==> config.mk <==
export PLATFORM = sky130hd
export DESIGN_NAME = iteration_control
export DESIGN_NICKNAME = d
export VERILOG_FILES = /design/src/modsq_pkg.sv /design/src/iteration_control.sv
export VERILOG_INCLUDE_DIRS = /design/src
export SDC_FILE = /design/constraint.sdc
export NUM_CORES = 1
export LEC_CHECK = 0
export BUFFER_PORTS_ARGS = -buffer_cell sky130_fd_sc_hd__buf_2
export CAP_MARGIN = 40
export CORE_MARGIN = 4
export CORE_UTILIZATION = 46
export CTS_CLUSTER_DIAMETER = 200
export DETAILED_ROUTE_END_ITERATION = 8
export PLACE_DENSITY = 0.88
export SLEW_MARGIN = 40
export SYNTH_ARGS = -nofsm -noshare
export SYNTH_HDL_FRONTEND = slang
export SYNTH_SLANG_ARGS = --single-unit
export TNS_END_PERCENT = 1
==> constraint.sdc <==
create_clock -name clk -period 2.7 [get_ports clk]
set_input_delay 0.135 -clock clk [delete_from_list [all_inputs] [get_ports clk]]
set_output_delay 0.135 -clock clk [all_outputs]
set_load 0.005 [all_outputs]
==> src/modsq_config.svh <==
// configuration of the modular squaring engine (modulus, limb sizes, column widths)
`ifndef MODSQ_CONFIG_SVH
`define MODSQ_CONFIG_SVH

// odd modulus N
`define MODSQ_MODULUS       32'hFFFFFFFB

// limb geometry, a limb is one word plus a spare carry bit
`define MODSQ_WORD_LEN      8
`define MODSQ_BIT_LEN       9
`define MODSQ_NUM_WORDS     4
`define MODSQ_NUM_LIMBS     5

// square grid, columns 4 to 9 are folded back through the ROMs
`define MODSQ_NUM_COLS      10
`define MODSQ_NUM_UPPER     6

// column widths in the squarer and the accumulator trees
`define MODSQ_GRID_BIT_LEN  14
`define MODSQ_ACC_BIT_LEN   14

`endif

==> src/modsq_pkg.sv <==
// shared limb, operand and column types plus the fold ROM content function
`default_nettype none
`include "modsq_config.svh"

package modsq_pkg;

   typedef logic [`MODSQ_BIT_LEN-1:0] limb_t;        // word plus carry bit

   typedef struct packed {
      limb_t [`MODSQ_NUM_LIMBS-1:0] limb;             // limb 0 least significant
   } operand_t;

   typedef logic [`MODSQ_GRID_BIT_LEN-1:0] grid_col_t;
   typedef logic [`MODSQ_ACC_BIT_LEN-1:0]  acc_col_t;

   // partially reduced grid columns, each back to limb width
   typedef struct packed {
      limb_t [`MODSQ_NUM_COLS-1:0] col;
   } column_set_t;

   typedef struct packed {
      logic [`MODSQ_NUM_WORDS-1:0][`MODSQ_WORD_LEN-1:0] word;
   } rom_word_t;

   // addr * 2^(8*column) mod N for upper column (upper_idx + NUM_WORDS)
   function automatic rom_word_t fold_entry(input int unsigned upper_idx, input limb_t addr);
      logic [63:0] modulus;
      logic [63:0] value;
      int unsigned shift;
      modulus = 64'(`MODSQ_MODULUS);
      value   = 64'(addr) % modulus;
      shift   = `MODSQ_WORD_LEN * (upper_idx + `MODSQ_NUM_WORDS);
      for (int unsigned i = 0; i < shift; i++) begin
         value = value << 1;                        // double, then bring back below N
         if (value >= modulus) begin
            value = value - modulus;
         end
      end
      return rom_word_t'(value[`MODSQ_WORD_LEN*`MODSQ_NUM_WORDS-1:0]);
   endfunction

endpackage

`default_nettype wire

==> src/iteration_control.sv <==
// phase sequencer for the squaring loop, start capture, operand select and valid
`timescale 1ns/10ps
`default_nettype none

module iteration_control (
   input  logic                 clk,
   input  logic                 reset,
   input  logic                 start,
   input  modsq_pkg::operand_t  sq_in,
   input  modsq_pkg::operand_t  sq_out,
   output modsq_pkg::operand_t  operand,
   output logic                 square_phase,
   output logic                 reduce_phase,
   output logic                 valid
);

   import modsq_pkg::*;

   localparam int IDLE   = 0;
   localparam int SQUARE = 1;
   localparam int REDUCE = 2;

   logic [2:0] phase;        // one-hot
   logic [2:0] phase_next;
   logic       pending;      // captured input waits for its square phase
   operand_t   sq_in_reg;

   always_comb begin
      phase_next = '0;
      case (1'b1)
         phase[SQUARE]: phase_next[REDUCE] = 1'b1;
         phase[REDUCE]: phase_next[SQUARE] = 1'b1;   // loop back, square again
         default: begin
            if (start) begin
               phase_next[SQUARE] = 1'b1;
            end
            else begin
               phase_next[IDLE] = 1'b1;
            end
         end
      endcase
   end

   always_ff @(posedge clk) begin
      if (reset) begin
         phase   <= 3'(1 << IDLE);
         valid   <= 1'b0;
         pending <= 1'b0;
      end
      else begin
         phase   <= phase_next;
         valid   <= phase[REDUCE];                       // result lands at end of reduce
         pending <= start | (pending & ~phase[SQUARE]);  // a new start beats the clear
      end
   end

   always_ff @(posedge clk) begin
      if (start) begin
         sq_in_reg <= sq_in;
      end
   end

   assign operand      = pending ? sq_in_reg : sq_out;
   assign square_phase = phase[SQUARE];
   assign reduce_phase = phase[REDUCE];

endmodule

`default_nettype wire

==> metrics.txt <==
Leakage=~1.4 nW; element type at the critical path start=flop; status=finished, final reports clean; Avg Inst Size Synth=20.9 um^2; Core Footprint=4500 um^2; ant diodes=0; Worst-Margin Slew=565 ps; share of layout cells above drive strength 1=77.0%; crit-path max FO=16; I/O Buffers=140; Fin Setup TNS=0 ps; Fin. Hold Viols=0; Slew headroom=between 60% and 70%; GRT overflow=0; number of global-route vias before repair=roughly 1500; Post-synth EDFFs=45; DRT iter0 DRCs=44; Post-synth top flop=edfxtp_1; GR Util All Layers=about 16%; std cell rows=24; final core occ=66.6%; Die X=77.4 um; clk buf depth=2; Nets=344; # H-tree levels=2; sw frac=20.9%; Hold Crit Class=in2reg; combinational share of power=18.0%; CP Buf/Inv Count=2; synth cell count leaders=edfxtp_1, mux2_4, mux2_2; endpoints failing setup=0; part of the power in registers=57.9%; CP Data Required Time=2570 ps; Vias=1429; largest cells by area after synthesis=edfxtp_1, mux2_4, buf_12, dfxtp_1, mux2_2; Worst Path Class, Setup=reg2out; FMAX=514 MHz; max cap viols=0; die area=5990 um^2; post-cts resize count=0; CTS hold repair buffers=0; Largest register FFs=45; Fin Hold WS=19.0 ps; Root Buffer=clkbuf_8; CP max stage delay=630 ps; Placed Area=2910 um^2; synthesized flop and latch total=49; starting density of the core=49.2%; Max rail drop VDD=398 uV; Clock Pin Slew Worst Setup and Hold Paths=80 ps; cell count after synthesis=106; asr flop ratio synth=0%; cell with the most instances after synthesis=edfxtp_1; clock sinks=49; worst skew pair latency=280 ps; Routed Antenna Nets=0; initial antenna violation count=0; critical path cell sequence=buf_4, mux2_2, buf_2; Ys Warns=0; Final Cell Area=3000 um^2; largest area contributor in the netlist=edfxtp_1; final wirelength=4960 um; Setup Buffers After CTS=0; Ports=141; chip height=77.4 um; Critical Path Sink Type=primary output; vias per std cell=4.70; Yosys cell types=12; Top delay family on crit path=flip-flops; residual DRC count=0; share of the yosys chip area belonging to registers=64.6%; Final Max Slew Viols=0; Arrival @ worst endpoint=approximately 1800 ps; RSZ-0062 raised after global routing=false; internal power=0.00125 W; synthesized area=approximately 2200 um^2; largest net degree at the start of global routing=48; power per cell area=529 nW/um^2; clock power share=24.1%; period utilisation layout=72.1%; area delta synth->final=35.4%; TritonCTS buffer count=5; wire length per cell=16.3 um; Yosys top cell area share=61.0%; dpl ws=1040 ps; Synth Net Count=199; clock skew=slightly below 0.8 ps; CTS tree=yes; slowest CP cell=dfxtp_2; sw power=between 0.0003 and 0.0004 W; clock period minus worst slack=~2000 ps; final setup margin=755 ps; RePlAce Congestion=0.738; first-pass GRT wire length=around 7600 um; drt first pass iters=4
==> worst register-to-register path: stages (launching register included) <==
cell and delay (ps):
dfxtp_2 630, nand2b_1 100, a21oi_1 140
==> cells by family after synthesis <==
| family | synth area share [%] |
|---|---|
| buffers and inverters | 4.29 |
| multiplexers | 29.6 |
| AND/OR/NAND/NOR | 1.24 |
| flip-flops | 64.6 |
| AO/OA/AOI/OAI | 0.226 |
==> layout by cell type (no fill, tap or decap) <==
master	n
dlygate4sd3_1	1
dfxtp_1	3
clkinv_1	2
nand2b_1	1
nor2_1	1
buf_4	3
mux2_2	5
dfxtp_2	1
nor3_1	1
clkbuf_8	5
inv_1	1
mux2_4	40
edfxtp_1	45
buf_2	139
a21oi_1	1
clkinv_2	1
nor2b_1	2
==> power by group through the flow <==
stage | Sequential (W) | Combinational [W] | Clock (W)
detailed placement | 0.000937 | 0.000290 | 0
floorplan | 0.000921 | 0.000162 | 0
global placement | 0.000932 | 0.000280 | 0
CTS | 0.000919 | 0.000291 | 0.000403
global route | 0.000925 | 0.000312 | 0.000426
finish | 0.000918 | 0.000286 | 0.000382
==> through the flow <==
| stage | total power, W | std cells |
|---|---|---|
| CTS | 0.00161 | 303 |
| global route | 0.00166 | 304 |
| detailed placement | 0.00123 | 295 |
| floorplan | 0.00108 | 106 |
| global placement | 0.00121 | 295 |
| finish | 0.00159 | 304 |
==> final timing paths <==
path                            depth (start not counted)           startpoint                      end  slack [ps]
worst max-delay path                                    3   pending$_SDFF_PP0_              operand[43]         750
worst min-delay path                                    1            sq_in[28]  sq_in_reg[28]$_DFFE_PP_          20
worst max register to register                          2   pending$_SDFF_PP0_       pending$_SDFF_PP0_        1760
worst min register to register                          1  phase[1]$_SDFF_PP0_      phase[1]$_SDFF_PP0_         480
==> final cells by class <==
cell class	instances	area, um^2
Clock buffer	5	68.8
Clock inverter	3	12.5
Fill cell	350	1500
Inverter	1	3.75
Multi-Input combinational cell	51	689
Sequential cell	49	1430
Tap cell	52	65.1
Timing Repair Buffer	143	728
==> layer usage <==
layer	wire length, um	GRT usage, %	vias to the layer above
met5	0	0	-
li1	-	-	696
met3	355	3.47	4
met2	2820	32.3	74
met4	53	5.34	0
met1	1730	17.3	655
No activity file was read; power rests on OpenSTA's default activity.
