==> config.mk <==
export PLATFORM = sky130hd
export DESIGN_NAME = square_grid
export DESIGN_NICKNAME = d
export VERILOG_FILES = /design/src/modsq_pkg.sv /design/src/compressor_tree.sv /design/src/square_grid.sv
export VERILOG_INCLUDE_DIRS = /design/src
export SDC_FILE = /design/constraint.sdc
export NUM_CORES = 2
export LEC_CHECK = 0
export BUFFER_PORTS_ARGS = -buffer_cell sky130_fd_sc_hd__buf_2
export CORE_MARGIN = 4
export CORE_UTILIZATION = 45
export DETAILED_ROUTE_END_ITERATION = 8
export PLACE_DENSITY = 0.61
export RECOVER_POWER = 100
export SLEW_MARGIN = 20
export SYNTH_ARGS = -nofsm -noshare
export SYNTH_HDL_FRONTEND = slang
export SYNTH_HIERARCHICAL = 1
export SYNTH_SLANG_ARGS = --single-unit
==> constraint.sdc <==
create_clock -name clk -period 12.39 [get_ports clk]
set_clock_uncertainty 0.15 [all_clocks]
set_input_delay 1.239 -clock clk [delete_from_list [all_inputs] [get_ports clk]]
set_output_delay 1.239 -clock clk [all_outputs]
set_load 0.01 [all_outputs]
==> src/modsq_config.svh <==
// configuration of the modular squaring engine (modulus, limb sizes, column widths)
`ifndef MODSQ_CONFIG_SVH
`define MODSQ_CONFIG_SVH

// odd modulus N
`define MODSQ_MODULUS       32'hFFFFFFFB

// limb geometry, a limb is one word plus a spare carry bit
`define MODSQ_WORD_LEN      8
`define MODSQ_BIT_LEN       9
`define MODSQ_NUM_WORDS     4
`define MODSQ_NUM_LIMBS     5

// square grid, columns 4 to 9 are folded back through the ROMs
`define MODSQ_NUM_COLS      10
`define MODSQ_NUM_UPPER     6

// column widths in the squarer and the accumulator trees
`define MODSQ_GRID_BIT_LEN  14
`define MODSQ_ACC_BIT_LEN   14

`endif

==> src/modsq_pkg.sv <==
// shared limb, operand and column types plus the fold ROM content function
`default_nettype none
`include "modsq_config.svh"

package modsq_pkg;

   typedef logic [`MODSQ_BIT_LEN-1:0] limb_t;        // word plus carry bit

   typedef struct packed {
      limb_t [`MODSQ_NUM_LIMBS-1:0] limb;             // limb 0 least significant
   } operand_t;

   typedef logic [`MODSQ_GRID_BIT_LEN-1:0] grid_col_t;
   typedef logic [`MODSQ_ACC_BIT_LEN-1:0]  acc_col_t;

   // partially reduced grid columns, each back to limb width
   typedef struct packed {
      limb_t [`MODSQ_NUM_COLS-1:0] col;
   } column_set_t;

   typedef struct packed {
      logic [`MODSQ_NUM_WORDS-1:0][`MODSQ_WORD_LEN-1:0] word;
   } rom_word_t;

   // addr * 2^(8*column) mod N for upper column (upper_idx + NUM_WORDS)
   function automatic rom_word_t fold_entry(input int unsigned upper_idx, input limb_t addr);
      logic [63:0] modulus;
      logic [63:0] value;
      int unsigned shift;
      modulus = 64'(`MODSQ_MODULUS);
      value   = 64'(addr) % modulus;
      shift   = `MODSQ_WORD_LEN * (upper_idx + `MODSQ_NUM_WORDS);
      for (int unsigned i = 0; i < shift; i++) begin
         value = value << 1;                        // double, then bring back below N
         if (value >= modulus) begin
            value = value - modulus;
         end
      end
      return rom_word_t'(value[`MODSQ_WORD_LEN*`MODSQ_NUM_WORDS-1:0]);
   endfunction

endpackage

`default_nettype wire

==> src/compressor_tree.sv <==
// 3:2 carry-save tree, reduces any number of terms to one carry and one sum
`timescale 1ns/10ps
`default_nettype none

module compressor_tree #(
   parameter type term_t    = logic [15:0],
   parameter int  NUM_TERMS = 3
) (
   input  term_t [NUM_TERMS-1:0] terms,
   output term_t                 carry,
   output term_t                 sum
);

   always_comb begin
      term_t row [NUM_TERMS+2];   // two spare rows stay zero
      term_t a;
      term_t b;
      term_t c;
      int    count;
      int    out_cnt;
      for (int i = 0; i < NUM_TERMS; i++) begin
         row[i] = terms[i];
      end
      row[NUM_TERMS]   = '0;
      row[NUM_TERMS+1] = '0;
      count = NUM_TERMS;

      // one full-adder layer per pass, three rows in and two rows out
      for (int layer = 0; layer < NUM_TERMS; layer++) begin
         if (count > 2) begin
            out_cnt = 0;
            for (int g = 0; g < NUM_TERMS; g += 3) begin
               if (g + 2 < count) begin
                  a = row[g];
                  b = row[g+1];
                  c = row[g+2];
                  row[out_cnt]   = a ^ b ^ c;
                  row[out_cnt+1] = term_t'(((a & b) | (a & c) | (b & c)) << 1);
                  out_cnt += 2;
               end
               else begin
                  for (int r = 0; r < 2; r++) begin   // leftovers ride to next layer
                     if (g + r < count) begin
                        row[out_cnt] = row[g+r];
                        out_cnt++;
                     end
                  end
               end
            end
            count = out_cnt;
         end
      end

      sum   = row[0];
      carry = row[1];   // zero spare when only one term came in
   end

endmodule

`default_nettype wire

==> src/square_grid.sv <==
// squarer that sums the doubled triangle of limb products per column and partially reduces it
`timescale 1ns/10ps
`default_nettype none
`include "modsq_config.svh"

module square_grid (
   input  logic                                         clk,
   input  modsq_pkg::operand_t                          operand,
   input  logic                                         square_phase,
   output modsq_pkg::column_set_t                       columns,
   output modsq_pkg::limb_t [`MODSQ_NUM_WORDS-1:0]      low_cols
);

   import modsq_pkg::*;

   localparam int WORD   = `MODSQ_WORD_LEN;
   localparam int BIT    = `MODSQ_BIT_LEN;
   localparam int GRID_W = `MODSQ_GRID_BIT_LEN;
   localparam int PROD_W = 2 * BIT;
   localparam int LAST   = `MODSQ_NUM_COLS - 1;

   grid_col_t [`MODSQ_NUM_COLS-1:0] grid [`MODSQ_NUM_COLS];   // grid[column][row]
   grid_col_t                       col_c [1:LAST-1];          // tree outputs, inner columns
   grid_col_t                       col_s [1:LAST-1];
   logic [GRID_W:0]                 col_sum [`MODSQ_NUM_COLS];

   // products on and above the diagonal split at the word boundary
   always_comb begin
      logic [PROD_W-1:0] prod;
      for (int k = 0; k < `MODSQ_NUM_COLS; k++) begin
         grid[k] = '0;
      end
      for (int i = 0; i < `MODSQ_NUM_LIMBS; i++) begin
         for (int j = i; j < `MODSQ_NUM_LIMBS; j++) begin
            prod = PROD_W'(operand.limb[i]) * PROD_W'(operand.limb[j]);
            if (i == j) begin
               grid[i+j][2*i]     = grid_col_t'(prod[WORD-1:0]);
               grid[i+j+1][2*i+1] = grid_col_t'(prod[PROD_W-1:WORD]);
            end
            else begin
               // off-diagonal terms appear twice so they move left by one bit
               grid[i+j][2*i]     = grid_col_t'({prod[WORD-2:0], 1'b0});
               grid[i+j+1][2*i+1] = grid_col_t'(prod[PROD_W-1:WORD-1]);
            end
         end
      end
   end

   for (genvar k = 1; k < LAST; k++) begin : g_col
      localparam int ROW_LO = (k < `MODSQ_NUM_LIMBS) ? 0 : 2 * k - (2 * `MODSQ_NUM_LIMBS - 1);
      localparam int ROW_HI = k;   // rows outside lo..hi are always zero

      compressor_tree #(
         .term_t    (grid_col_t),
         .NUM_TERMS (ROW_HI - ROW_LO + 1)
      ) u_tree (
         .terms (grid[k][ROW_HI:ROW_LO]),
         .carry (col_c[k]),
         .sum   (col_s[k])
      );
   end

   // carry-propagate each column and pass its high bits to the neighbour
   always_comb begin
      col_sum[0]    = {1'b0, grid[0][0]};          // first and last columns hold a single term
      col_sum[LAST] = {1'b0, grid[LAST][LAST]};
      for (int k = 1; k < LAST; k++) begin
         col_sum[k] = {1'b0, col_c[k]} + {1'b0, col_s[k]};
      end
      columns.col[0] = limb_t'(col_sum[0][WORD-1:0]);
      for (int k = 1; k < LAST; k++) begin
         columns.col[k] = limb_t'(col_sum[k][WORD-1:0]) + limb_t'(col_sum[k-1][GRID_W:WORD]);
      end
      columns.col[LAST] = col_sum[LAST][BIT-1:0] + limb_t'(col_sum[LAST-1][GRID_W:WORD]);
   end

   always_ff @(posedge clk) begin
      if (square_phase) begin
         low_cols <= columns.col[`MODSQ_NUM_WORDS-1:0];   // low columns skip the ROMs
      end
   end

endmodule

`default_nettype wire

==> out/metrics.cfg <==
[worst_hold_path]
hold_class=in2reg

[floorplan]
die_y_um=330.4
chipWidth_um=330.4
core_area_um2=103300
dieArea_um2=109200
initial_core_util=0.4527
ioPinCount=173
rows=118

[outcome]
status=complete, but fails checks
violations=max-capacitance violations, max-slew violations

[sta]
finalCritPeriodShare=0.9345
worst_pin_slew_ns=1.807
final-max-slew-violation-count=62
timing.fmax_mhz=86.37
hold_viol=0
whs_ns=1.828
finalSetupViolCount=0
tns_ns=0
finalCriticalPeriod_ns=11.58
slew_headroom=-0.2045
rsz0062_at_grt=false

[finish]
fin_nets=7147
multi_input_area_um2=41260
regMostFlops=low_cols
regArea_um2=991.0
syn_to_final_growth_pct=4.905
fillers=10230
largest_reg_flops=33
drive_gt1_frac=0.02994
reg.largest.list=low_cols (33)
final_area_um2=49080

[placement]
gp_congestion=0.8477
place_area_um2=49060
hpwlAfterDp_um=94060
io_buffers=166

[global_routing]
antenna_found_initial=9
grt_usage=0.2117
grt_pass1_wl_um=187700
grt_max_degree=47
first_global_vias=36580
gr-total-overflow=0

[logic_synthesis]
synth_top_cells_by_area=fa_1 (36%), ha_1 (19%), inv_1 (7.9%)
ys_types=74
syn_area_um2=46780
async_flop_share=0
synth_top_cell_area_share=0.3582
synth_edf_count=33
syn_avg_cell_area_um2=8.587
synthFlopType=edfxtp_1
netlist_top_cells_count=inv_1 (986), fa_1 (837), ha_1 (720)
yosysSeqAreaShare=0.02118
netlist_instances=5448
synth_warnings=6
yosys_register_bits=33
synth_top_area_cell=fa_1
yosysMostFrequentCell=inv_1

[drt]
drc=0
wirelength_um=113200
antenna_left=0
vias_per_cell=5.120
post_drt_wl_per_cell_um=16.33
firstDrtPassIters=5
drtIter0Drc=1440
vias=35470

[clock_tree]
cts_buffers=5
clock_sinks=33
cts_root_buf=clkbuf_16
cts_tree=built
cts.htree.levels=2
ctsLongestPathBuffers=2
post_cts_buffers=0
hold_buffers=0
cts.clk_slew.worst_paths_ns=0.05
post_cts_resized=0

[worst_setup_path]
path_common_cell=fa_1
crit_slowest_cell=fa_1
crit_fanout=31
crit_type=in2out
end_kind=primary output
crit_path_start_kind=input port
slowest_delay_ns=0.55
cp.arrival_ns=10.19
cp.required_ns=11.00

[flow_run]
cap_violations=2

-- cell type report --
type | count | area share
Tap cell | 1380 | 0.03518
Multi-Input combinational cell | 4283 | 0.8407
Clock buffer | 5 | 0.002549
Inverter | 988 | 0.07557
Antenna cell | 4 | 0.0002040
Sequential cell | 33 | 0.02019
Timing Repair Buffer | 232 | 0.02521
Clock inverter | 3 | 0.0003569
-- critical path: cells and delay by family --
family	cells	cell delay (ns)
fa+ha+maj	11	4.68
compound gates	11	2.08
simple gates	6	0.92
buf+inv	5	0.80
xor+xnor	2	0.44
-- final timing paths --
path / depth (start not counted) / endpoint / startpoint / slack [ns]
max: 35 / columns[53] / operand[2] / 0.81
min: 3 / low_cols[2]$_DFFE_PP_ / operand[1] / 1.83
-- placed cells by master (no fill, tap or decap), types with 28 or more instances in the layout --
master and n:
inv_1 986, fa_1 837, ha_1 720, nand2_1 644, and2_1 431, a21oi_1 220
xnor2_1 218, nor2_1 200, conb_1 156, o21ai_0 126, xor2_1 106, clkbuf_1 105
a21o_1 71, nor2b_1 70, buf_2 62, buf_4 59, nor3_1 57, o21a_1 48
nand2b_1 45, edfxtp_1 33, nand3_1 28
-- routing by layer --
metal	GRT usage	share of wire
met1	0.2837	0.44
met2	0.3802	0.50
met3	0.01412	0.043
met4	0.03915	0.018
met5	0	0.00024
-- cell families (layout without fill, tap and decap cells) --
logic type      Yosys count  count (layout)  synth area share
compound gates          659             659           0.08842
xor+xnor                333             333           0.06504
fa+ha+maj              1557            1557            0.5507
buf+inv                1281            1228            0.1088
flops                    33              33           0.02118
mux                      10              10          0.002247
other cells               7             160         0.0005618
simple gates           1568            1568            0.1630
-- metrics by stage --
stage	std cells	setup WS, ns	utilization
2_1_floorplan	5597	1.697	-
3_3_place_gp	6916	1.003	0.4747
3_5_place_dp	6916	0.9477	0.4747
4_1_cts	6924	0.9068	0.4761
5_1_grt	6925	0.1782	0.4748
6_report	6928	0.8120	0.4749
Power is not shown: default switching activity piles up to over one toggle a cycle in this logic, so the estimate is an artifact.
