--- config.mk ---
export PLATFORM = sky130hd
export DESIGN_NAME = reduction_accumulate
export DESIGN_NICKNAME = d
export VERILOG_FILES = /design/src/modsq_pkg.sv /design/src/compressor_tree.sv /design/src/reduction_accumulate.sv
export VERILOG_INCLUDE_DIRS = /design/src
export SDC_FILE = /design/constraint.sdc
export NUM_CORES = 1
export LEC_CHECK = 0
export BUFFER_PORTS_ARGS = -buffer_cell sky130_fd_sc_hd__buf_2
export CAP_MARGIN = 0
export CORE_MARGIN = 2
export CORE_UTILIZATION = 46
export CTS_CLUSTER_DIAMETER = 50
export DETAILED_ROUTE_END_ITERATION = 8
export GPL_TIMING_DRIVEN = 0
export PLACE_DENSITY = 0.85
export SYNTH_ARGS = -nofsm -noshare
export SYNTH_HDL_FRONTEND = slang
export SYNTH_SLANG_ARGS = --single-unit
--- constraint.sdc ---
create_clock -name clk -period 5.1 [get_ports clk]
set_input_delay 0.255 -clock clk [delete_from_list [all_inputs] [get_ports clk]]
set_output_delay 0.255 -clock clk [all_outputs]
set_load 0.01 [all_outputs]
--- src/modsq_config.svh ---
// configuration of the modular squaring engine (modulus, limb sizes, column widths)
`ifndef MODSQ_CONFIG_SVH
`define MODSQ_CONFIG_SVH

// odd modulus N
`define MODSQ_MODULUS       32'hFFFFFFFB

// limb geometry, a limb is one word plus a spare carry bit
`define MODSQ_WORD_LEN      8
`define MODSQ_BIT_LEN       9
`define MODSQ_NUM_WORDS     4
`define MODSQ_NUM_LIMBS     5

// square grid, columns 4 to 9 are folded back through the ROMs
`define MODSQ_NUM_COLS      10
`define MODSQ_NUM_UPPER     6

// column widths in the squarer and the accumulator trees
`define MODSQ_GRID_BIT_LEN  14
`define MODSQ_ACC_BIT_LEN   14

`endif

--- src/modsq_pkg.sv ---
// shared limb, operand and column types plus the fold ROM content function
`default_nettype none
`include "modsq_config.svh"

package modsq_pkg;

   typedef logic [`MODSQ_BIT_LEN-1:0] limb_t;        // word plus carry bit

   typedef struct packed {
      limb_t [`MODSQ_NUM_LIMBS-1:0] limb;             // limb 0 least significant
   } operand_t;

   typedef logic [`MODSQ_GRID_BIT_LEN-1:0] grid_col_t;
   typedef logic [`MODSQ_ACC_BIT_LEN-1:0]  acc_col_t;

   // partially reduced grid columns, each back to limb width
   typedef struct packed {
      limb_t [`MODSQ_NUM_COLS-1:0] col;
   } column_set_t;

   typedef struct packed {
      logic [`MODSQ_NUM_WORDS-1:0][`MODSQ_WORD_LEN-1:0] word;
   } rom_word_t;

   // addr * 2^(8*column) mod N for upper column (upper_idx + NUM_WORDS)
   function automatic rom_word_t fold_entry(input int unsigned upper_idx, input limb_t addr);
      logic [63:0] modulus;
      logic [63:0] value;
      int unsigned shift;
      modulus = 64'(`MODSQ_MODULUS);
      value   = 64'(addr) % modulus;
      shift   = `MODSQ_WORD_LEN * (upper_idx + `MODSQ_NUM_WORDS);
      for (int unsigned i = 0; i < shift; i++) begin
         value = value << 1;                        // double, then bring back below N
         if (value >= modulus) begin
            value = value - modulus;
         end
      end
      return rom_word_t'(value[`MODSQ_WORD_LEN*`MODSQ_NUM_WORDS-1:0]);
   endfunction

endpackage

`default_nettype wire

--- src/compressor_tree.sv ---
// 3:2 carry-save tree, reduces any number of terms to one carry and one sum
`timescale 1ns/10ps
`default_nettype none

module compressor_tree #(
   parameter type term_t    = logic [15:0],
   parameter int  NUM_TERMS = 3
) (
   input  term_t [NUM_TERMS-1:0] terms,
   output term_t                 carry,
   output term_t                 sum
);

   always_comb begin
      term_t row [NUM_TERMS+2];   // two spare rows stay zero
      term_t a;
      term_t b;
      term_t c;
      int    count;
      int    out_cnt;
      for (int i = 0; i < NUM_TERMS; i++) begin
         row[i] = terms[i];
      end
      row[NUM_TERMS]   = '0;
      row[NUM_TERMS+1] = '0;
      count = NUM_TERMS;

      // one full-adder layer per pass, three rows in and two rows out
      for (int layer = 0; layer < NUM_TERMS; layer++) begin
         if (count > 2) begin
            out_cnt = 0;
            for (int g = 0; g < NUM_TERMS; g += 3) begin
               if (g + 2 < count) begin
                  a = row[g];
                  b = row[g+1];
                  c = row[g+2];
                  row[out_cnt]   = a ^ b ^ c;
                  row[out_cnt+1] = term_t'(((a & b) | (a & c) | (b & c)) << 1);
                  out_cnt += 2;
               end
               else begin
                  for (int r = 0; r < 2; r++) begin   // leftovers ride to next layer
                     if (g + r < count) begin
                        row[out_cnt] = row[g+r];
                        out_cnt++;
                     end
                  end
               end
            end
            count = out_cnt;
         end
      end

      sum   = row[0];
      carry = row[1];   // zero spare when only one term came in
   end

endmodule

`default_nettype wire

--- src/reduction_accumulate.sv ---
// sums fold words and low columns into the next partially reduced operand
`timescale 1ns/10ps
`default_nettype none
`include "modsq_config.svh"

module reduction_accumulate (
   input  logic                                          clk,
   input  modsq_pkg::limb_t [`MODSQ_NUM_WORDS-1:0]       low_cols,
   input  modsq_pkg::rom_word_t [`MODSQ_NUM_UPPER-1:0]   fold_words,
   input  logic                                          reduce_phase,
   output modsq_pkg::operand_t                           sq_out
);

   import modsq_pkg::*;

   localparam int WORD  = `MODSQ_WORD_LEN;
   localparam int ACC_W = `MODSQ_ACC_BIT_LEN;
   localparam int TOP   = `MODSQ_NUM_LIMBS - 1;

   acc_col_t [`MODSQ_NUM_UPPER:0] stack [`MODSQ_NUM_WORDS];   // six fold words + low column
   acc_col_t                      acc_c [`MODSQ_NUM_WORDS];
   acc_col_t                      acc_s [`MODSQ_NUM_WORDS];
   logic [ACC_W:0]                acc_sum [`MODSQ_NUM_WORDS];
   operand_t                      next_sq;

   always_comb begin
      for (int l = 0; l < `MODSQ_NUM_WORDS; l++) begin
         for (int u = 0; u < `MODSQ_NUM_UPPER; u++) begin
            stack[l][u] = acc_col_t'(fold_words[u].word[l]);
         end
         stack[l][`MODSQ_NUM_UPPER] = acc_col_t'(low_cols[l]);
      end
   end

   for (genvar l = 0; l < `MODSQ_NUM_WORDS; l++) begin : g_limb
      compressor_tree #(
         .term_t    (acc_col_t),
         .NUM_TERMS (`MODSQ_NUM_UPPER + 1)
      ) u_tree (
         .terms (stack[l]),
         .carry (acc_c[l]),
         .sum   (acc_s[l])
      );
   end

   // carry-propagate per limb while the high bits move up one limb
   always_comb begin
      for (int l = 0; l < `MODSQ_NUM_WORDS; l++) begin
         acc_sum[l] = {1'b0, acc_c[l]} + {1'b0, acc_s[l]};
      end
      next_sq.limb[0] = limb_t'(acc_sum[0][WORD-1:0]);
      for (int l = 1; l < TOP; l++) begin
         next_sq.limb[l] = limb_t'(acc_sum[l][WORD-1:0]) + limb_t'(acc_sum[l-1][ACC_W:WORD]);
      end
      next_sq.limb[TOP] = limb_t'(acc_sum[TOP-1][ACC_W:WORD]);   // redundant top limb only collects carries
   end

   always_ff @(posedge clk) begin
      if (reduce_phase) begin
         sq_out <= next_sq;
      end
   end

endmodule

`default_nettype wire

==> results of run 1 <==
[layout make-up]
| type | count | area, sq um |
|---|---|---|
| flip-flops and latches | 38 | 1140 |
| plain buffers | 7 | 52.6 |
| clock buffers | 5 | 125 |
| inverters | 237 | 890 |
| well taps | 188 | 235 |
| fillers | 1247 | 6150 |
| clock inverters | 3 | 68.8 |
| multi-input cells | 402 | 5180 |
| repair buffers | 270 | 1360 |
[worst paths after layout]
kind                          to  slack, ns
worst max-delay path  sq_out[32]       0.19
worst min-delay path   sq_out[0]       0.28
[synthesized netlist by cell type, types with 2 or more instances]
| master | instances |
|---|---|
| inv_1 | 237 |
| fa_1 | 159 |
| ha_1 | 57 |
| edfxtp_1 | 38 |
| a21oi_1 | 26 |
| nor2_1 | 26 |
| xor2_1 | 22 |
| o21ai_0 | 16 |
| xnor2_1 | 15 |
| nand2_1 | 11 |
| a211oi_1 | 8 |
| a21o_1 | 8 |
| buf_4 | 7 |
| o21bai_1 | 5 |
| nand3b_1 | 4 |
| a211oi_2 | 3 |
| a21boi_0 | 3 |
| and3_1 | 3 |
| nand4b_1 | 3 |
| nor2b_1 | 3 |
| or2_2 | 3 |
| nand4_1 | 2 |
| nor3b_1 | 2 |
| o21a_1 | 2 |
| o31ai_1 | 2 |
[report_power, final]
group	switching, mW	internal [mW]
Sequential	0.0390	0.826
Clock	0.133	0.281
Combinational	2.95	2.33
Total	3.12	3.44
[repair_timing]
action / in CTS / in global routing
pin swaps: 6 / 8
gates resized for setup: 4 / 14
setup buffers: 2 / 1
endpoints found under the setup margin: 3 / 12
[metal layers]
layer | up-vias | wire length (microns) | global-route usage
met5 | - | 0 | 0
li1 | 2574 | - | -
met1 | 2591 | 5220 | 0.190
met3 | 16 | 1180 | 0.0491
met4 | 0 | 177 | 0.0364
met2 | 188 | 8860 | 0.392
[kinds of logic after synthesis]
group	Yosys count	share of synthesized area
flip-flops	38	0.160
other	1	0.000524
buffers and inverters	244	0.132
AO/OA/AOI/OAI	78	0.0707
AND/OR/NAND/NOR	64	0.0472
XOR/XNOR	37	0.0453
adder cells (fa/ha/maj)	216	0.545
[per-stage QoR]
stage	TNS, ns	hold WS [ns]	worst slack, ns	total power, mW	utilization
4_1_cts	-0.0135	0.274	-0.0135	6.40	0.590
3_5_place_dp	-2.70	0.569	-0.432	5.83	0.575
6_report	0	0.281	0.186	6.56	0.595
3_3_place_gp	-1.67	0.567	-0.351	5.65	0.575
5_1_grt	-0.0127	0.280	-0.0127	7.32	0.595
2_1_floorplan	0	0.367	0.101	4.65	-
==> impl_results.md, run 1 <==
- Outcome: finished clean
- Crit. End Element: flop
- Htree depth: 2
- Slew Limit Fails: 0
- Clk buf depth: 2
- Die ar.: 16,600 sq um
- HP Class: in2reg
- Via-per-instance ratio: 4.67
- Area Growth Syn to Fin: 26.6%
- Peak VDD IR: 0.000541 V
- TritonCTS clock tree: done
- Synth async-reset ratio: 0
- Yosys warnings: 0
- Yosys top cell area share: 0.445
- Die X-Extent: 129 microns
- Vias in the first global route: between 5,000 and 6,000
- Post-synthesis register bit count: 38
- Top Family by Delay on Critical Path: adder cells
- ANT nets after route: 0
- Synth area leader: fa_1
- Largest net degree at the start of global routing: 39
- Fin crit period: 4.91 ns
- Crit-path slowest cell: fa_1
- Row count: 45
- Area after DPL: a little under 9000 sq um
- Largest cells by area after synthesis: fa_1 45%, edfxtp_1 16%, inv_1 12%
- Most common cell after layout, fill and taps aside: buf_2
- Worst-path clk slew: 0.06 ns
- CP startpoint kind: input port
- CTS root buf: clkbuf_16
- Crit path launch: fold_words[114]
- Crit path depth: 21
- Largest registers: sq_out (38)
- Post-route clock period utilization: 0.964
- Die height: around 130 microns
- Worst endpoint required time: 5.13 ns
- Max-Cap Viols: 0
- DR vias: 5,369
- Largest Register: sq_out
- I/O Buffers: 267
- CP cell instances: buf_2 > fa_1 > inv_1 > fa_1 > inv_1 > fa_1 > inv_1 > fa_1 > inv_1 > fa_2 > a211oi_2 > nor3b_2 > o31ai_2 > a21oi_2 > xor2_1 > ha_1 > a21o_1 > a21oi_2 > nor4_2 > buf_4 > xor2_1
- # setup viols final: 0
- Max_slew headroom: 0.366
- Max FFs per register: 38
- Io pins: roughly 280
- Routed WL: 15.4 mm
- Hold path depth: 2
- Post-DR wirelength/cell: 13.4 microns
- Post-synthesis sequential area ratio: 0.160
- Finished Cell Area: 9050 sq um
- Starting Density: 0.470
- Crit-path max cell delay: 0.53 ns
- Arr. time, crit path: slightly below 5 ns
- HPWL after DPL: 13.9 mm
- Count of different cell masters after synthesis: 38
- Placeable Area: around 15,000 sq um
- Hold wc startpoint: low_cols[0]
- Most common flop cell mapped by yosys: edfxtp_1
- Placed Cells: 1,139
- P_leak: 4.95 nW
- GRT overflow: 0
- Avg Cell Area, Syn: ~11 sq um
- Remaining DRCs: 0
- EDFF count, synth: 38
- Gr usage total: 0.190
- CP bufs+invs: 6
- Max Freq: 0.204 GHz
- Ant. Diodes: 0
- Detailed Routing Iterations Pass 1: 4
- Mapped Area: 7150 sq um
- TritonCTS Buffers: 5
- Hold Fails Final Rpt: 0
- Initial antenna violation count: 0
- Setup CP Type: in2reg
- First-pass GRT wire length: approximately 25 mm
- First DRT Iteration DRCs: 156
- Final instance count without filler cells: roughly 1,200
- Most frequent cells in the layout: 267 x buf_2, 237 x inv_1, 156 x fa_1, 56 x ha_1, 38 x edfxtp_1
- Routability Congestion: 0.828
- Pwr dens: 725 nW/um^2
- Worst Path Max Fanout: 2
- Layout cells sized above 1: 0.325
- Gate Count Post-Synth: about 680
- CTS Hold Bufs: 0
- Sinks on Clock Net: 38
- Nets@finish: 1,407
- Worst Tran Pin Value: 0.950 ns
Note: power is estimated with default switching activity, not from simulation.
==> run 2: changes to the inputs <==
Settings changed: CTS_CLUSTER_SIZE set to 30, SLEW_MARGIN set to 20.
Clock period 5.1 ns to 4.1 ns, I/O delays scaled along.
==> impl_results.md, run 2 (synthesis results as in run 1) <==
- Crit-path max cell delay: 0.56 ns
- Htree depth: 2
- Top Family by Delay on Critical Path: adder cells
- Vias in the first global route: 5,850
- CTS root buf: clkbuf_16
- Max-Cap Viols: 0
- Fin crit period: 4.93 ns
- RSZ-0062 raised after global routing: true
- Nets@finish: 1,436
- Io pins: about 280
- Sinks on Clock Net: 38
- Via-per-instance ratio: around 4.6
- Violated checks: negative setup slack
- Worst endpoint required time: 4.12 ns
- Most common cell after layout, fill and taps aside: buf_2
- Detailed Routing Iterations Pass 1: 4
- Ant. Diodes: 0
- Routability Congestion: ~0.85
- Peak VDD IR: 0.000536 V
- Pre-CTS WS: -1.23 ns
- HP Class: in2reg
- Multi-input combinational cell area: around 5500 sq um
- ANT nets after route: 0
- Layout cells sized above 1: 0.407
- Hold path depth: 2
- HPWL after DPL: 13.6 mm
- Remaining DRCs: 0
- Max Freq: roughly 0.2 GHz
- First-pass GRT wire length: 24.7 mm
- Largest registers: sq_out (38)
- Crit. End Element: flop
- Pwr dens: 1040 nW/um^2
- DR vias: 5,479
- TritonCTS Buffers: 5
- Reg area: 1140 sq um
- Die ar.: 16,600 sq um
- CP startpoint kind: input port
- Slew Limit Fails: 0
- Placeable Area: 15,200 sq um
- First DRT Iteration DRCs: 133
- Starting Density: 0.470
- Initial antenna violation count: 0
- Crit-path slowest cell: fa_1
- Row count: 45
- CP cell instances: buf_8 > fa_1 > inv_2 > fa_1 > inv_1 > fa_1 > inv_1 > fa_1 > inv_2 > fa_2 > a211oi_4 > nor3b_2 > o31ai_2 > a21oi_2 > xor2_2 > ha_1 > a21o_1 > a21oi_4 > nor4_4 > nand4b_1 > xnor2_1
- GRT overflow: 0
- Util after Layout: 0.632
- Max FFs per register: 38
- CTS Hold Bufs: 0
- Largest Register: sq_out
- PnR worst setup slack: -0.828 ns
- Cell mode on critical path: fa_1
- Most frequent cells in the layout: 260 x buf_2, 221 x inv_1, 152 x fa_1, 43 x ha_1, 38 x edfxtp_1
- CP bufs+invs: 5
- Power Total: 9.97 mW
- Die height: 129 microns
- Worst Path Max Fanout: 2
- Crit path depth: 21
- Post-DR wirelength/cell: 13.3 microns
- Routed WL: 15.6 mm
- I/O Buffers: 267
- Arr. time, crit path: 4.95 ns
- Die X-Extent: ~130 microns
- P_leak: 5.08 nW
- Worst-path clk slew: 0.06 ns
- Post-route clock period utilization: 1.20
- Gr usage total: 0.188
- # setup viols final: 24
- Clk buf depth: 2
- TritonCTS clock tree: done
- Setup CP Type: in2reg
- Area Growth Syn to Fin: 34.4%
- Largest net degree at the start of global routing: 39
- Max_slew headroom: 0.398
- Outcome: finished with violations
- FILL cells: around 1,200
- Worst Tran Pin Value: between 0.9 and 1 ns
- Hold Fails Final Rpt: 0
run 2: cell types whose count changed in the layout (fill, tap and decap cells not counted), sizes merged:
cell      change
buf          +29
bufinv        -2
clkinv        +1
clkinvlp      +1
run 2: per-layer routing:
layer / up-vias / GRT usage / part of all wire
li1: 2621 / - / -
met1: 2653 / 0.194 / 0.34
met2: 190 / 0.380 / 0.57
met3: 15 / 0.0457 / 0.078
met4: 0 / 0.0377 / 0.013
met5: - / 0 / 0
run 2: final cells by class:
cell class | count | share of cell area
multi-input combinational | 402 | 0.573
timing repair buffer | 299 | 0.171
sequential | 38 | 0.119
inverter | 237 | 0.0933
tap | 188 | 0.0245
clock buffer | 5 | 0.0130
buffer | 7 | 0.00547
clock inverter | 3 | 0.00169
run 2: per-stage QoR:
step	area (sq um)	setup TNS [ns]	std cells	hold WS, ns
after floorplan	7320	-8.22	684	0.317
after global placement	8890	-17.83	1139	0.503
after detailed placement	8890	-19.73	1139	0.518
after CTS	9360	-10.30	1165	0.227
after global routing	9610	-15.16	1179	0.228
final	9610	-10.90	1179	0.234
run 2: timing repair:
action                                  in CTS  in global routing
buffers inserted                            18                 15
pin swaps                                   27                 33
gates resized for setup                     35                 41
endpoints found under the setup margin      24                 25
cloned                                       0                  0
run 2: report_power, final:
group / internal, mW / total [mW] / leakage [nW] / switching, mW
combinational: 4.10 / 8.52 / 4.64 / 4.42
clock: 0.222 / 0.379 / 0.0672 / 0.156
sequential: 1.03 / 1.07 / 0.371 / 0.0460
run 2: worst paths after layout:
| path | from | slack, ns | to |
|---|---|---|---|
| worst max-delay path | fold_words[114] | -0.83 | sq_out[34] |
| worst min-delay path | low_cols[0] | 0.23 | sq_out[0] |
